## src/hw/hazard_cfg.svh

```systemverilog
`ifndef HAZARD_CFG_SVH
`define HAZARD_CFG_SVH

// datapath word width
`define HAZ_XLEN 32

// register index width, 32 architectural regs
`define HAZ_REG_W 5

// bubble cycles inserted per load-use hazard
`define HAZ_STALL_LEN 1

`endif
```

## src/hw/rv32i_types.sv

```systemverilog
`include "hazard_cfg.svh"

package rv32i_types;

    // ********************
    // basic words
    // ********************
    typedef logic [`HAZ_XLEN-1:0] rv32i_word;
    typedef logic [`HAZ_REG_W-1:0] rv32i_reg;

    // major opcodes, bits [6:0] of the instruction
    typedef enum logic [6:0] {
        op_lui   = 7'b0110111,
        op_auipc = 7'b0010111,
        op_jal   = 7'b1101111,
        op_jalr  = 7'b1100111,
        op_br    = 7'b1100011,
        op_load  = 7'b0000011,
        op_store = 7'b0100011,
        op_imm   = 7'b0010011,
        op_reg   = 7'b0110011
    } rv32i_opcode;

    // ********************
    // instruction word
    // ********************
    // same 32 bits seen as r-type fields or as a u-type immediate
    typedef union packed {
        struct packed {
            logic [6:0] funct7;
            rv32i_reg   rs2;
            rv32i_reg   rs1;
            logic [2:0] funct3;
            rv32i_reg   rd;
            logic [6:0] opcode;
        } r;
        struct packed {
            logic [19:0] imm;
            rv32i_reg    rd;
            logic [6:0]  opcode;
        } u;
    } rv32i_instr_t;

    // writeback source
    typedef enum logic [1:0] {
        alu_out   = 2'd0,
        u_imm     = 2'd1,
        mem_rdata = 2'd2
    } regfilemux_sel_t;

    typedef struct packed {
        rv32i_opcode     opcode;
        regfilemux_sel_t regfilemux_sel;
        logic            load_regfile;
    } rv32i_control_word;

    // one pipeline stage, all zero for a bubble
    typedef struct packed {
        rv32i_reg          rs1;
        rv32i_reg          rs2;
        rv32i_reg          rd;
        rv32i_control_word ctrl;
        rv32i_word         u_imm;
    } stage_info_t;

    // ********************
    // forwarding selects
    // ********************
    // alu operands a and b
    typedef enum logic [2:0] {
        id_ex        = 3'd0,
        ex_mem       = 3'd1,
        mem_wb       = 3'd2,
        u_imm_ex_mem = 3'd3,
        u_imm_mem_wb = 3'd4
    } forwarding1_sel_t;

    // store write data
    typedef enum logic {
        mem = 1'b0,
        wb  = 1'b1
    } forwarding2_sel_t;

    // branch compare inputs in decode
    typedef enum logic [2:0] {
        id      = 3'd0,
        ex      = 3'd1,
        mem_alu = 3'd2,
        mem_ld  = 3'd3,
        wb_alu  = 3'd4,
        wb_ld   = 3'd5
    } forwarding3_sel_t;

    typedef struct packed {
        forwarding1_sel_t a;
        forwarding1_sel_t b;
        forwarding2_sel_t c;
        forwarding3_sel_t d;
        forwarding3_sel_t e;
    } fwd_sel_t;

    // ********************
    // datapath values
    // ********************
    typedef struct packed {
        rv32i_word id_ex_rs1;
        rv32i_word id_ex_rs2;
        rv32i_word ex_mem_rs2;
        rv32i_word regfile_rs1;
        rv32i_word regfile_rs2;
        rv32i_word ex_result;
        rv32i_word mem_alu;
        rv32i_word mem_ld;
        rv32i_word wb_data;
    } stage_data_t;

    typedef struct packed {
        rv32i_word alu_a;
        rv32i_word alu_b;
        rv32i_word store_data;
        rv32i_word branch_a;
        rv32i_word branch_b;
    } operands_t;

endpackage

```

## src/hw/hazard_unit.sv

```systemverilog
`timescale 1ns/100ps

module hazard_unit (
    input  logic                      clk_i,
    input  logic                      rst_i,
    input  logic                      instr_valid_i,
    input  rv32i_types::rv32i_instr_t instr_i,
    input  rv32i_types::stage_data_t  stage_data_i,
    output rv32i_types::fwd_sel_t     fwd_sel_o,
    output rv32i_types::operands_t    operands_o,
    output logic                      stall_o
);
    import rv32i_types::*;

    // tracked stage state
    stage_info_t dec_info;
    stage_info_t id_ex_info;
    stage_info_t ex_mem_info;
    stage_info_t mem_wb_info;

    // ********************
    // pipeline tracking
    // ********************
    stage_tracker u_tracker (
        .clk_i         (clk_i),
        .rst_i         (rst_i),
        .stall_i       (stall_o),
        .instr_valid_i (instr_valid_i),
        .instr_i       (instr_i),
        .dec_info_o    (dec_info),
        .id_ex_o       (id_ex_info),
        .ex_mem_o      (ex_mem_info),
        .mem_wb_o      (mem_wb_info)
    );

    // load-use stall
    hazard_detector u_detector (
        .dec_info_i (dec_info),
        .id_ex_i    (id_ex_info),
        .stall_o    (stall_o)
    );

    // ********************
    // forwarding
    // ********************
    forwarder u_forwarder (
        .dec_info_i (dec_info),
        .id_ex_i    (id_ex_info),
        .ex_mem_i   (ex_mem_info),
        .mem_wb_i   (mem_wb_info),
        .fwd_sel_o  (fwd_sel_o)
    );

    // selects applied to datapath values
    operand_select u_operand_select (
        .fwd_sel_i      (fwd_sel_o),
        .stage_data_i   (stage_data_i),
        .ex_mem_u_imm_i (ex_mem_info.u_imm),
        .mem_wb_u_imm_i (mem_wb_info.u_imm),
        .operands_o     (operands_o)
    );

endmodule

```

## src/hw/operand_select.sv

```systemverilog
`timescale 1ns/100ps

module operand_select (
    input  rv32i_types::fwd_sel_t    fwd_sel_i,
    input  rv32i_types::stage_data_t stage_data_i,
    input  rv32i_types::rv32i_word   ex_mem_u_imm_i,
    input  rv32i_types::rv32i_word   mem_wb_u_imm_i,
    output rv32i_types::operands_t   operands_o
);
    import rv32i_types::*;

    // alu operand mux falling back to the id/ex register value
    function automatic rv32i_word alu_mux(forwarding1_sel_t sel, rv32i_word base);
        case (sel)
            ex_mem:       return stage_data_i.mem_alu;
            mem_wb:       return stage_data_i.wb_data;
            u_imm_ex_mem: return ex_mem_u_imm_i;
            u_imm_mem_wb: return mem_wb_u_imm_i;
            default:      return base;
        endcase
    endfunction

    // branch compare mux falling back to the regfile read
    function automatic rv32i_word br_mux(forwarding3_sel_t sel, rv32i_word base);
        case (sel)
            ex:      return stage_data_i.ex_result;
            mem_alu: return stage_data_i.mem_alu;
            mem_ld:  return stage_data_i.mem_ld;
            // writeback value already muxed between alu and load
            wb_alu, wb_ld: return stage_data_i.wb_data;
            default: return base;
        endcase
    endfunction

    // ********************
    // operand muxes
    // ********************
    always_comb begin
        operands_o.alu_a = alu_mux(fwd_sel_i.a, stage_data_i.id_ex_rs1);
        operands_o.alu_b = alu_mux(fwd_sel_i.b, stage_data_i.id_ex_rs2);
        case (fwd_sel_i.c)
            wb:      operands_o.store_data = stage_data_i.wb_data;
            default: operands_o.store_data = stage_data_i.ex_mem_rs2;
        endcase
        operands_o.branch_a = br_mux(fwd_sel_i.d, stage_data_i.regfile_rs1);
        operands_o.branch_b = br_mux(fwd_sel_i.e, stage_data_i.regfile_rs2);
    end

endmodule

```

## src/hw/forwarder.sv

```systemverilog
`timescale 1ns/100ps

module forwarder (
    input  rv32i_types::stage_info_t dec_info_i,
    input  rv32i_types::stage_info_t id_ex_i,
    input  rv32i_types::stage_info_t ex_mem_i,
    input  rv32i_types::stage_info_t mem_wb_i,
    output rv32i_types::fwd_sel_t    fwd_sel_o
);
    import rv32i_types::*;

    logic store_hazard;

    // producer writes a nonzero rd equal to a nonzero source
    function automatic logic hits(stage_info_t prod, rv32i_reg src);
        return prod.ctrl.load_regfile
             & (prod.rd != '0)
             & (src != '0)
             & (prod.rd == src);
    endfunction

    // ********************
    // alu operands
    // ********************
    // near is ex/mem, far is mem/wb
    // lui results come from the carried immediate
    function automatic forwarding1_sel_t alu_src_sel(
        rv32i_reg    src,
        stage_info_t near,
        stage_info_t far
    );
        if (hits(near, src)) begin
            if (near.ctrl.regfilemux_sel == u_imm) begin
                return u_imm_ex_mem;
            end
            return ex_mem;
        end
        if (hits(far, src)) begin
            if (far.ctrl.regfilemux_sel == u_imm) begin
                return u_imm_mem_wb;
            end
            return mem_wb;
        end
        return id_ex;
    endfunction

    // ********************
    // branch compare
    // ********************
    // priority ex, then mem, then wb
    // load vs alu picks which mem/wb value to use
    function automatic forwarding3_sel_t br_src_sel(
        rv32i_reg    src,
        stage_info_t ex_st,
        stage_info_t mem_st,
        stage_info_t wb_st
    );
        if (hits(ex_st, src)) begin
            return ex;
        end
        if (hits(mem_st, src)) begin
            if (mem_st.ctrl.opcode == op_load) begin
                return mem_ld;
            end
            return mem_alu;
        end
        if (hits(wb_st, src)) begin
            if (wb_st.ctrl.opcode == op_load) begin
                return wb_ld;
            end
            return wb_alu;
        end
        return id;
    endfunction

    // ********************
    // store data
    // ********************
    // load in wb feeding the rs2 of a store in mem
    assign store_hazard = hits(mem_wb_i, ex_mem_i.rs2)
                        & (mem_wb_i.ctrl.opcode == op_load)
                        & (ex_mem_i.ctrl.opcode == op_store);

    always_comb begin
        fwd_sel_o.a = alu_src_sel(id_ex_i.rs1, ex_mem_i, mem_wb_i);
        fwd_sel_o.b = alu_src_sel(id_ex_i.rs2, ex_mem_i, mem_wb_i);
        if (store_hazard) begin
            fwd_sel_o.c = wb;
        end else begin
            fwd_sel_o.c = mem;
        end
        // decode sources against every later stage
        fwd_sel_o.d = br_src_sel(dec_info_i.rs1, id_ex_i, ex_mem_i, mem_wb_i);
        fwd_sel_o.e = br_src_sel(dec_info_i.rs2, id_ex_i, ex_mem_i, mem_wb_i);
    end

endmodule

```

## src/hw/hazard_detector.sv

```systemverilog
`timescale 1ns/100ps

module hazard_detector (
    input  rv32i_types::stage_info_t dec_info_i,
    input  rv32i_types::stage_info_t id_ex_i,
    output logic                     stall_o
);
    import rv32i_types::*;

    logic load_in_ex;
    logic rs1_dep;
    logic rs2_dep;

    // load in ex that actually writes a register
    assign load_in_ex = id_ex_i.ctrl.load_regfile
                      & (id_ex_i.ctrl.opcode == op_load)
                      & (id_ex_i.rd != '0);

    // dec_info is all zero when decode holds no valid instruction
    assign rs1_dep = (dec_info_i.rs1 != '0) & (dec_info_i.rs1 == id_ex_i.rd);
    assign rs2_dep = (dec_info_i.rs2 != '0) & (dec_info_i.rs2 == id_ex_i.rd);

    // load data only exists after mem, so hold decode one cycle
    // the bubble in id_ex drops the stall on the next cycle
    assign stall_o = load_in_ex & (rs1_dep | rs2_dep);

endmodule

```

## src/hw/stage_tracker.sv

```systemverilog
`timescale 1ns/100ps
`include "hazard_cfg.svh"

module stage_tracker (
    input  logic                      clk_i,
    input  logic                      rst_i,
    input  logic                      stall_i,
    input  logic                      instr_valid_i,
    input  rv32i_types::rv32i_instr_t instr_i,
    output rv32i_types::stage_info_t  dec_info_o,
    output rv32i_types::stage_info_t  id_ex_o,
    output rv32i_types::stage_info_t  ex_mem_o,
    output rv32i_types::stage_info_t  mem_wb_o
);
    import rv32i_types::*;

    rv32i_opcode     opc;
    logic            use_rs1;
    logic            use_rs2;
    logic            writes;
    regfilemux_sel_t wb_sel;

    assign opc = rv32i_opcode'(instr_i.r.opcode);

    // ********************
    // decode
    // ********************
    // which fields the format really carries
    always_comb begin
        use_rs1 = 1'b0;
        use_rs2 = 1'b0;
        writes  = 1'b0;
        wb_sel  = alu_out;
        case (opc)
            op_lui: begin
                writes = 1'b1;
                wb_sel = u_imm;
            end
            op_auipc, op_jal: writes = 1'b1;
            op_jalr, op_imm: begin
                writes  = 1'b1;
                use_rs1 = 1'b1;
            end
            op_load: begin
                writes  = 1'b1;
                use_rs1 = 1'b1;
                wb_sel  = mem_rdata;
            end
            op_reg: begin
                writes  = 1'b1;
                use_rs1 = 1'b1;
                use_rs2 = 1'b1;
            end
            op_br, op_store: begin
                use_rs1 = 1'b1;
                use_rs2 = 1'b1;
            end
            // unknown opcode, treat as a nop
            default: ;
        endcase
    end

    // unused fields forced to zero so they never match
    always_comb begin
        dec_info_o = '0;
        if (instr_valid_i) begin
            dec_info_o.rs1                 = use_rs1 ? instr_i.r.rs1 : '0;
            dec_info_o.rs2                 = use_rs2 ? instr_i.r.rs2 : '0;
            dec_info_o.rd                  = writes ? instr_i.r.rd : '0;
            dec_info_o.ctrl.opcode         = opc;
            dec_info_o.ctrl.regfilemux_sel = wb_sel;
            dec_info_o.ctrl.load_regfile   = writes;
            // u immediate sits in the upper 20 bits
            if (opc == op_lui || opc == op_auipc) begin
                dec_info_o.u_imm = {instr_i.u.imm, {(`HAZ_XLEN-20){1'b0}}};
            end
        end
    end

    // ********************
    // stage registers
    // ********************
    always_ff @(posedge clk_i) begin
        if (rst_i) begin
            id_ex_o  <= '0;
            ex_mem_o <= '0;
            mem_wb_o <= '0;
        end else begin
            // bubble into ex while decode waits
            if (stall_i) begin
                id_ex_o <= '0;
            end else begin
                id_ex_o <= dec_info_o;
            end
            ex_mem_o <= id_ex_o;
            mem_wb_o <= ex_mem_o;
        end
    end

endmodule

```

## config.mk

```make
export PLATFORM = sky130hd
export DESIGN_NAME = hazard_unit
export DESIGN_NICKNAME = d
export VERILOG_FILES = /design/src/hw/rv32i_types.sv /design/src/hw/hazard_unit.sv /design/src/hw/operand_select.sv /design/src/hw/forwarder.sv /design/src/hw/hazard_detector.sv /design/src/hw/stage_tracker.sv
export VERILOG_INCLUDE_DIRS = /design/src /design/src/hw
export SDC_FILE = /design/constraint.sdc
export NUM_CORES = 1
export LEC_CHECK = 0
export BUFFER_PORTS_ARGS = -buffer_cell sky130_fd_sc_hd__buf_2
export CAP_MARGIN = 20
export CELL_PAD_IN_SITES_DETAIL_PLACEMENT = 0
export CELL_PAD_IN_SITES_GLOBAL_PLACEMENT = 2
export CORE_MARGIN = 2
export CORE_UTILIZATION = 23
export CTS_CLUSTER_SIZE = 24
export DETAILED_ROUTE_END_ITERATION = 7
export PLACE_DENSITY_LB_ADDON = 0.1
export REMOVE_ABC_BUFFERS = 1
export SYNTH_ARGS = -nofsm -noshare
export SYNTH_HDL_FRONTEND = slang
export SYNTH_SLANG_ARGS = --single-unit
```

## constraint.sdc

```tcl
create_clock -name clk_i -period 4.35 [get_ports clk_i]
set_input_delay 0.87 -clock clk_i [delete_from_list [all_inputs] [get_ports clk_i]]
set_output_delay 0.87 -clock clk_i [all_outputs]
set_load 0.01 [all_outputs]
```

Word level (Yosys, flattened, before mapping)
Index checks and enable logic that the tools add are counted.

Word-level logic and storage cells: 207. Output and inout port bits: 174. Bits of input ports: 323. Register bits after elaboration: 156.

Multiplexer cells: 88. Bitwise operators: 36. Eq/ne operators: 46. Reductions and logical operators: 18.

Operator list (number): 32-bit one-hot mux with 4 select lines (4); 3-bit two-way mux (35); 5-bit == test (13); 32-bit two-way mux (2); 57-bit two-way mux (1); 1-bit two-way mux (42); 5-bit nonzero test (8); 1-bit bitwise AND (32); 7-bit by 2-bit == test with 1-bit output, second input constant (4); 7-bit by 6-bit == test with 1-bit output, second input constant (4); 3-bit by 2-bit == test with 1-bit output, second input constant (8); 7-bit == test, second input constant (3); 3-bit == test, second input constant (6); 5-bit two-way mux (3); 7-bit by 5-bit == test with 1-bit output, second input constant (2); 3-bit by 1-bit == test with 1-bit output, second input constant (4); 4-bit OR reduction (2); 7-bit OR reduction (1); 2-bit OR reduction (3); 3-bit OR reduction (2); 6-bit OR reduction (1); 2-bit by 1-bit == test with 1-bit output, second input constant (2); 2-bit one-hot mux with 2 select lines (1); 1-bit NOT (3); other kinds (2) (2).

Logic depth before layout (Yosys ltp)
Gate-level depths: netlist of the first run.

Word-level depth: 21. Mapped depth: 11. Gate-level depth less buffers: 7.

Hierarchy
Synthesis of the first run repeated with hierarchy kept, for this count alone.

Cells, all modules: 1517. Area total of the unflattened synthesis: 12495.7 µm².

Modules (own cells, without submodules): operand_select (cells each 955, area each 6904.1 µm², instances 1, sequential area each 0.0 µm²); stage_tracker (cells each 409, area each 4449.3 µm², instances 1, sequential area each 2702.6 µm²); forwarder (cells each 129, area each 965.9 µm², instances 1, sequential area each 0.0 µm²); hazard_detector (cells each 24, area each 176.4 µm², instances 1, sequential area each 0.0 µm²).

Worst setup path after synthesis of the first run
Ideal clock, no wire load.

Path type: in2out. Start point: input instr_i[24] (netlist bit). End point: output operands_o[11] (netlist bit). Required time: 3.480 ns. Stages: 9. Path buffers: 2. Arrival: 2.821 ns. Setup slack: 0.659 ns. Cells stage by stage: clkbuf_1 -> or2_2 -> a41oi_1 -> a21oi_1 -> or4_1 -> nand3_1 -> clkbuf_1 -> nor2_1 -> a21oi_1.

RTL lines: start: declaration (RTL line hazard_unit.sv:7) `input rv32i_types::rv32i_instr_t instr_i,`; end: declaration (RTL line hazard_unit.sv:10) `output rv32i_types::operands_t operands_o,`.

==> impl_metrics.py, run 1 <==
metrics = {
    "global_routing": {
        "first_global_vias": 10900,
        "met1_usage_pct": 34.4,
        "grt_util_met2_pct": 47.7,
        "grt_max_degree": 84,
        "antenna_found_initial": 11,
        "grt_overflow": 0,
        "grt_pass1_wl_um": 79500,
        "use_met3_pct": 3.44,
        "grt_use_total_pct": 26.8,
        "grt-busiest-layer": "met2",
    },
    "timing": {
        "slew_headroom_pct": 23.0,
        "drv_slew": 0,
        "rsz0062_at_grt": "no",
        "fin_skew_ps": 13.1,
        "finalHoldViolCount": 0,
        "period_minus_slack_ps": 4250,
        "setup_viol": 0,
        "max_freq_mhz": 235,
        "period_share_pct": 97.7,
        "tightest_slew_ps": 1150,
        "whs_ps": 437,
    },
    "clock_network": {
        "cts_buffers": 17,
        "clk_pin_slew_ps": 70,
        "clkLatencyLatePin_ps": 420,
        "cts_hold_buffers": 0,
        "cts_tree": "built",
        "cts_buffer_depth": 2,
        "clockRootBuffer": "clkbuf_16",
        "cts.htree.levels": 4,
        "clock_sinks": 120,
    },
    "worst_setup_path": {
        "end_kind": "output port",
        "crit_type": "in2out",
        "reg2reg_from": "u_tracker.id_ex_o[43]$_SDFF_PP0_",
        "crit_buf_inv": 4,
        "crit_path_start_kind": "input pin",
        "path_cells": "buf_2 > and4b_1 > buf_4 > a41oi_1 > a21oi_1 > or4_2 > buf_4 > o311ai_0 > a21oi_1 > buf_2",
        "cp.depth": 10,
        "crit_family": "simple AND/OR/NAND/NOR gates",
        "r2r-end": "u_tracker.id_ex_o[28]$_SDFF_PP0_",
        "r2r_cells": 10,
        "crit_path_max_fanout": 14,
        "setup.worst_path.end": "operands_o[0]",
        "reg2reg_slack_ps": 1340,
        "cp_slowest_cell": "or4_2",
        "required_ps": 3480,
        "critPathArrivalTime_ps": 3380,
        "startpoint": "instr_i[1]",
        "max_stage_delay_ps": 640,
    },
    "power_and_ir_drop": {
        "power-per-cell-area_nw_per_um2": 235,
        "p_leak_nw": 5.74,
        "comb_power_share_pct": 17.2,
        "p_int_mw": 2.12,
        "power.switching_mw": 0.935,
        "switching_share_pct": 30.6,
        "power_frac_seq_pct": 36.3,
        "peakVddDrop_mv": 0.231,
        "p_clk_share_pct": 46.5,
        "power_mw": 3.05,
    },
    "placement": {
        "placed_area_um2": 12300,
        "dp_hpwl_um": 44000,
        "gp_congestion": 0.926,
        "port_buffers": 496,
    },
    "cells_and_area": {
        "final_net_count": 1983,
        "multi_input_area_um2": 6060,
        "seqCellArea_um2": 2400,
        "area_delta_synth_final_pct": 45.2,
        "drive_gt1_share_pct": 40.2,
        "fill_cells": 4296,
        "fin_area_um2": 13000,
    },
    "yosys": {
        "synth-edff-count": 0,
        "syn_area_per_cell_um2": 7.57,
        "ys_seq_area_share_pct": 26.9,
        "async_flop_share_pct": 0,
        "synthFlopType": "dfxtp_1",
        "ys_seq_elements": 120,
        "synth_warnings": 0,
        "syn_inst": 1180,
        "syn_area_um2": 8930,
        "synth_cell_types": 64,
    },
    "worst_hold_path": {
        "worstHoldPathType": "reg2reg",
    },
    "floorplanning": {
        "start_util_pct": 23.2,
        "dieArea_um2": 40400,
        "fp.dieW_um": 201,
        "boundaryPins": 497,
        "die_height_um": 201,
        "coreArea_um2": 38500,
        "num_rows": 72,
    },
    "outcome": {
        "outcome": "complete, no violations",
    },
    "routing": {
        "wire_per_inst_um": 25.3,
        "vias": 11000,
        "postRouteAntennaNets": 0,
        "drt-pass1-iter-count": 7,
        "via_per_inst": 4.99,
        "drc": 0,
        "wl_um": 55800,
        "drtIter0Drc": 875,
    },
    "job": {
        "drv_cap": 0,
    },
}
[through the flow]
| step | std cells | TNS, ps | util, % | worst slack (ps) |
|---|---|---|---|---|
| after floorplan | 1072 | -13500 | - | -891 |
| after global routing | 2199 | 0 | 33.7 | 5.21 |
| final | 2200 | 0 | 33.7 | 101 |
| after CTS | 2191 | 0 | 33.6 | 53.1 |
| after global placement | 2158 | -124 | 32.0 | -124 |
| after detailed placement | 2158 | -72.0 | 32.0 | -72.0 |
[worst min path at each step]
stage | slack (ps) | cells after the start | startpoint | endpoint
detailed placement | 420 | 1 | u_tracker.id_ex_o[13]$_SDFF_PP0_ | u_tracker.ex_mem_o[13]$_SDFF_PP0_
global route | 460 | 1 | u_tracker.id_ex_o[15]$_SDFF_PP0_ | u_tracker.ex_mem_o[15]$_SDFF_PP0_
CTS | 440 | 1 | u_tracker.id_ex_o[13]$_SDFF_PP0_ | u_tracker.ex_mem_o[13]$_SDFF_PP0_
floorplan | 410 | 1 | u_tracker.id_ex_o[12]$_SDFF_PP0_ | u_tracker.ex_mem_o[12]$_SDFF_PP0_
finish | 440 | 1 | u_tracker.id_ex_o[18]$_SDFF_PP0_ | u_tracker.ex_mem_o[18]$_SDFF_PP0_
global placement | 420 | 1 | u_tracker.id_ex_o[13]$_SDFF_PP0_ | u_tracker.ex_mem_o[13]$_SDFF_PP0_
[layout make-up]
| class | count | area share [%] |
|---|---|---|
| diodes | 9 | 0.174 |
| clock buffers | 17 | 3.28 |
| clock inverters | 15 | 1.34 |
| inverters | 29 | 0.840 |
| multi-input cells | 924 | 46.7 |
| flip-flops and latches | 120 | 18.5 |
| well taps | 518 | 5.00 |
| repair buffers | 568 | 24.1 |
[state kept, by name, indices dropped and copies added, names as in the netlist]
name,cells
u_tracker.id_ex_o,45
u_tracker.ex_mem_o,40
u_tracker.mem_wb_o,35
[cell families (layout without fill, tap and decap cells)]
family	after synthesis	in the layout	share of synthesized area (%)
multiplexers	105	105	12.2
XOR/XNOR	40	40	3.92
AO/OA/AOI/OAI	273	273	22.0
buffers and inverters	137	629	6.56
other	0	9	0
AND/OR/NAND/NOR	505	506	28.4
flip-flops	120	120	26.9
[cells in the final DEF, fill, tap and decap left out, types with 5 or more instances in the layout]
cell	count
buf_2	495
nand2_1	150
dfxtp_1	120
nor2_1	114
a21oi_1	77
nor2b_1	77
mux2i_1	73
buf_4	65
and2_1	45
nand3_1	34
o21ai_0	33
mux2_2	30
inv_1	29
o311ai_0	29
a222oi_1	24
o22ai_1	23
xnor2_1	21
a221oi_1	20
xor2_1	19
clkbuf_16	17
o2bb2ai_1	12
nor3_1	10
diode_2	9
o221ai_1	8
o21a_1	8
buf_12	8
nand2b_1	6
nor4_1	6
o2111ai_1	6
or4_1	5
or2_2	5
nand3b_1	5
nand3_2	5
o22a_1	5
inv_6	5
inv_8	5
[cell usage after synthesis, types with 31 or more instances]
library cell	instances	area (µm²)
nand2_1	151	567
a21oi_1	77	385
nor2_1	118	443
o21ai_0	33	165
dfxtp_1	120	2400
nand3_1	37	185
and2_1	45	282
mux2i_1	73	731
nor2b_1	78	488
buf_2	33	165
clkbuf_1	64	240
o311ai_0	31	272
[layer usage]
layer  part of all wire, %  wire length [µm]
met5                     0                 0
met4                   1.6               893
met2                    50             28000
met1                    43             24200
met3                   4.8              2660
[worst reg2reg max path: cells and delay by family, from the launching register on]
family	cells	cell delay [ps]
AND/OR/NAND/NOR	5	1280
buffers and inverters	3	790
AO/OA/AOI/OAI	2	530
flip-flops	1	340
[power by group through the flow]
stage               sequential, mW  combinational, mW  clock (mW)
CTS                           1.11              0.525        1.44
floorplan                     1.13              0.177           0
global route                  1.11              0.566        1.50
detailed placement            1.13              0.523           0
global placement              1.13              0.524           0
finish                        1.11              0.524        1.42
[what timing repair did]
item,4_1_cts,5_1_grt
pin swaps,1,1
gates cloned,1,0
buffers inserted,0,0
endpoints found under the setup margin,3,14
resized for setup,4,4
(Power assumes the default switching activity.)
==> inputs of run 2 (changes only) <==
- CELL_PAD_IN_SITES_DETAIL_PLACEMENT: 0 -> default
- CELL_PAD_IN_SITES_GLOBAL_PLACEMENT: 2 -> default
- CORE_AREA: default -> 2 2 192 194
- CORE_MARGIN: 2 -> default
- CORE_UTILIZATION: 23 -> default
- DIE_AREA: default -> 0 0 194 196
- PLACE_DENSITY_LB_ADDON: 0.1 -> default
==> run 2 against run 1 <==
Combinational power is essentially flat. First-iteration DRC count is 10% higher. Setup slack better by 32 ps. Cell count decreased by 2.5%. Count of clock-buffer cells in the layout up 1. Via count rose by 3.3%. Non-clock buffer count shrank 5. Clock skew shrank 7.3 ps. Largest power group unchanged.
==> impl_metrics.py, run 2 (same netlist as run 1, synthesis figures left out) <==
metrics = {
    "outcome": {
        "outcome": "complete, no violations",
    },
    "timing": {
        "period_share_pct": 96.9,
        "whs_ps": 433,
        "tightest_slew_ps": 852,
        "finalHoldViolCount": 0,
        "slew_headroom_pct": 43.1,
        "rsz0062_at_grt": "no",
        "drv_slew": 0,
        "fin_skew_ps": 5.83,
        "setup_slack_ps": 133,
        "max_freq_mhz": 237,
        "setup_viol": 0,
        "period_minus_slack_ps": 4220,
    },
    "routing": {
        "vias": 11300,
        "drc": 0,
        "wl_um": 51500,
        "wire_per_inst_um": 24.0,
        "via_per_inst": 5.29,
        "drt-pass1-iter-count": 6,
        "drtIter0Drc": 963,
        "postRouteAntennaNets": 0,
    },
    "power_and_ir_drop": {
        "peakVddDrop_mv": 0.235,
        "p_leak_nw": 5.68,
        "power-per-cell-area_nw_per_um2": 228,
    },
    "clock_network": {
        "clock_sinks": 120,
        "clockRootBuffer": "clkbuf_16",
        "cts_hold_buffers": 0,
        "clkLatencyLatePin_ps": 420,
        "clk_pin_slew_ps": 60,
        "cts_tree": "built",
        "cts_buffers": 17,
        "cts.htree.levels": 4,
        "cts_buffer_depth": 2,
    },
    "job": {
        "drv_cap": 0,
    },
    "worst_hold_path": {
        "min_from": "u_tracker.id_ex_o[15]$_SDFF_PP0_",
        "worstHoldPathType": "reg2reg",
    },
    "global_routing": {
        "grt_util_met2_pct": 44.2,
        "first_global_vias": 11000,
        "grt_pass1_wl_um": 74200,
        "use_met3_pct": 4.49,
        "grt_use_total_pct": 26.1,
        "met1_usage_pct": 33.5,
        "antenna_found_initial": 16,
        "grt_max_degree": 43,
        "grt-busiest-layer": "met2",
        "grt_overflow": 0,
    },
    "worst_setup_path": {
        "max_stage_delay_ps": 580,
        "crit_type": "reg2out",
        "cp_slowest_cell": "or4_1",
        "startpoint": "u_tracker.ex_mem_o[43]$_SDFF_PP0_",
        "crit_family": "simple AND/OR/NAND/NOR gates",
        "path_cells": "or4_1 > o21ai_2 > nand4b_2 > buf_4 > and2_2 > a222oi_1 > inv_1 > buf_2",
        "required_ps": 3480,
        "reg2reg_from": "u_tracker.id_ex_o[45]$_SDFF_PP0_",
        "crit_path_max_fanout": 25,
        "crit_buf_inv": 3,
        "crit_path_start_kind": "flop",
        "end_kind": "output port",
        "reg2reg_slack_ps": 1280,
        "critPathArrivalTime_ps": 3350,
    },
    "placement": {
        "port_buffers": 496,
        "gp_congestion": 0.996,
        "dp_hpwl_um": 39900,
        "place_ws_ps": 163,
    },
    "floorplanning": {
        "boundaryPins": 497,
        "die_height_um": 196,
        "dieArea_um2": 38000,
        "coreArea_um2": 36100,
        "fp.dieW_um": 194,
        "start_util_pct": 24.7,
        "num_rows": 70,
    },
    "cells_and_area": {
        "drive_gt1_share_pct": 39.9,
        "largest_reg_flops": 45,
        "final_common_cell": "buf_2",
        "top_register": "u_tracker.id_ex_o",
        "final_cell_mix": "496 x buf_2, 150 x nand2_1, 120 x dfxtp_1",
        "reg_top3": "u_tracker.id_ex_o (45), u_tracker.ex_mem_o (40), u_tracker.mem_wb_o (35)",
        "area_delta_synth_final_pct": 43.7,
        "final_net_count": 1977,
    },
}
==> run 2: stage by stage <==
| stage | TNS [ps] | area, µm² | utilization, % | power [mW] | std cells |
|---|---|---|---|---|---|
| 6_report | 0 | 12800 | 35.6 | 2.93 | 2145 |
| 5_1_grt | 0 | 12800 | 35.5 | 3.05 | 2144 |
| 4_1_cts | 0 | 12800 | 35.4 | 2.95 | 2130 |
| 3_5_place_dp | 0 | 12200 | 33.8 | 1.65 | 2100 |
| 3_3_place_gp | 0 | 12200 | 33.8 | 1.65 | 2100 |
| 2_1_floorplan | -13500 | 8450 | - | 1.31 | 1072 |
==> run 2: layer usage <==
| metal | routed length (µm) | vias up |
|---|---|---|
| met5 | 0 | - |
| met4 | 1860 | 0 |
| met3 | 3530 | 99 |
| met2 | 24300 | 600 |
| met1 | 21800 | 5441 |
| li1 | - | 5200 |
==> run 2: power by group <==
group | switching (mW) | total [mW] | internal [mW]
logic | 0.286 | 0.521 | 0.235
clock network | 0.510 | 1.30 | 0.789
registers | 0.00437 | 1.11 | 1.11
total | 0.800 | 2.93 | 2.13
==> run 2: timing repair <==
item / 4_1_cts / 5_1_grt
setup endpoints to repair: 2 / 30
setup buffers: 0 / 3
gates resized for setup: 1 / 6
pin swaps: 0 / 1
==> run 2: worst paths after layout <==
check                                      endpoint  cells after the start
hold reg to reg   u_tracker.ex_mem_o[15]$_SDFF_PP0_                      1
setup reg to reg   u_tracker.id_ex_o[34]$_SDFF_PP0_                      9
hold / removal    u_tracker.ex_mem_o[15]$_SDFF_PP0_                      1
setup / recovery                    operands_o[104]                      8
==> run 2: area by class of cell <==
class / count / area, µm²
clock buffer: 18 / 439
multi-input combinational: 923 / 6030
tap: 468 / 586
fill: 3887 / 23300
clock inverter: 12 / 106
sequential: 120 / 2400
antenna: 12 / 30.0
inverter: 29 / 109
timing repair buffer: 563 / 3120
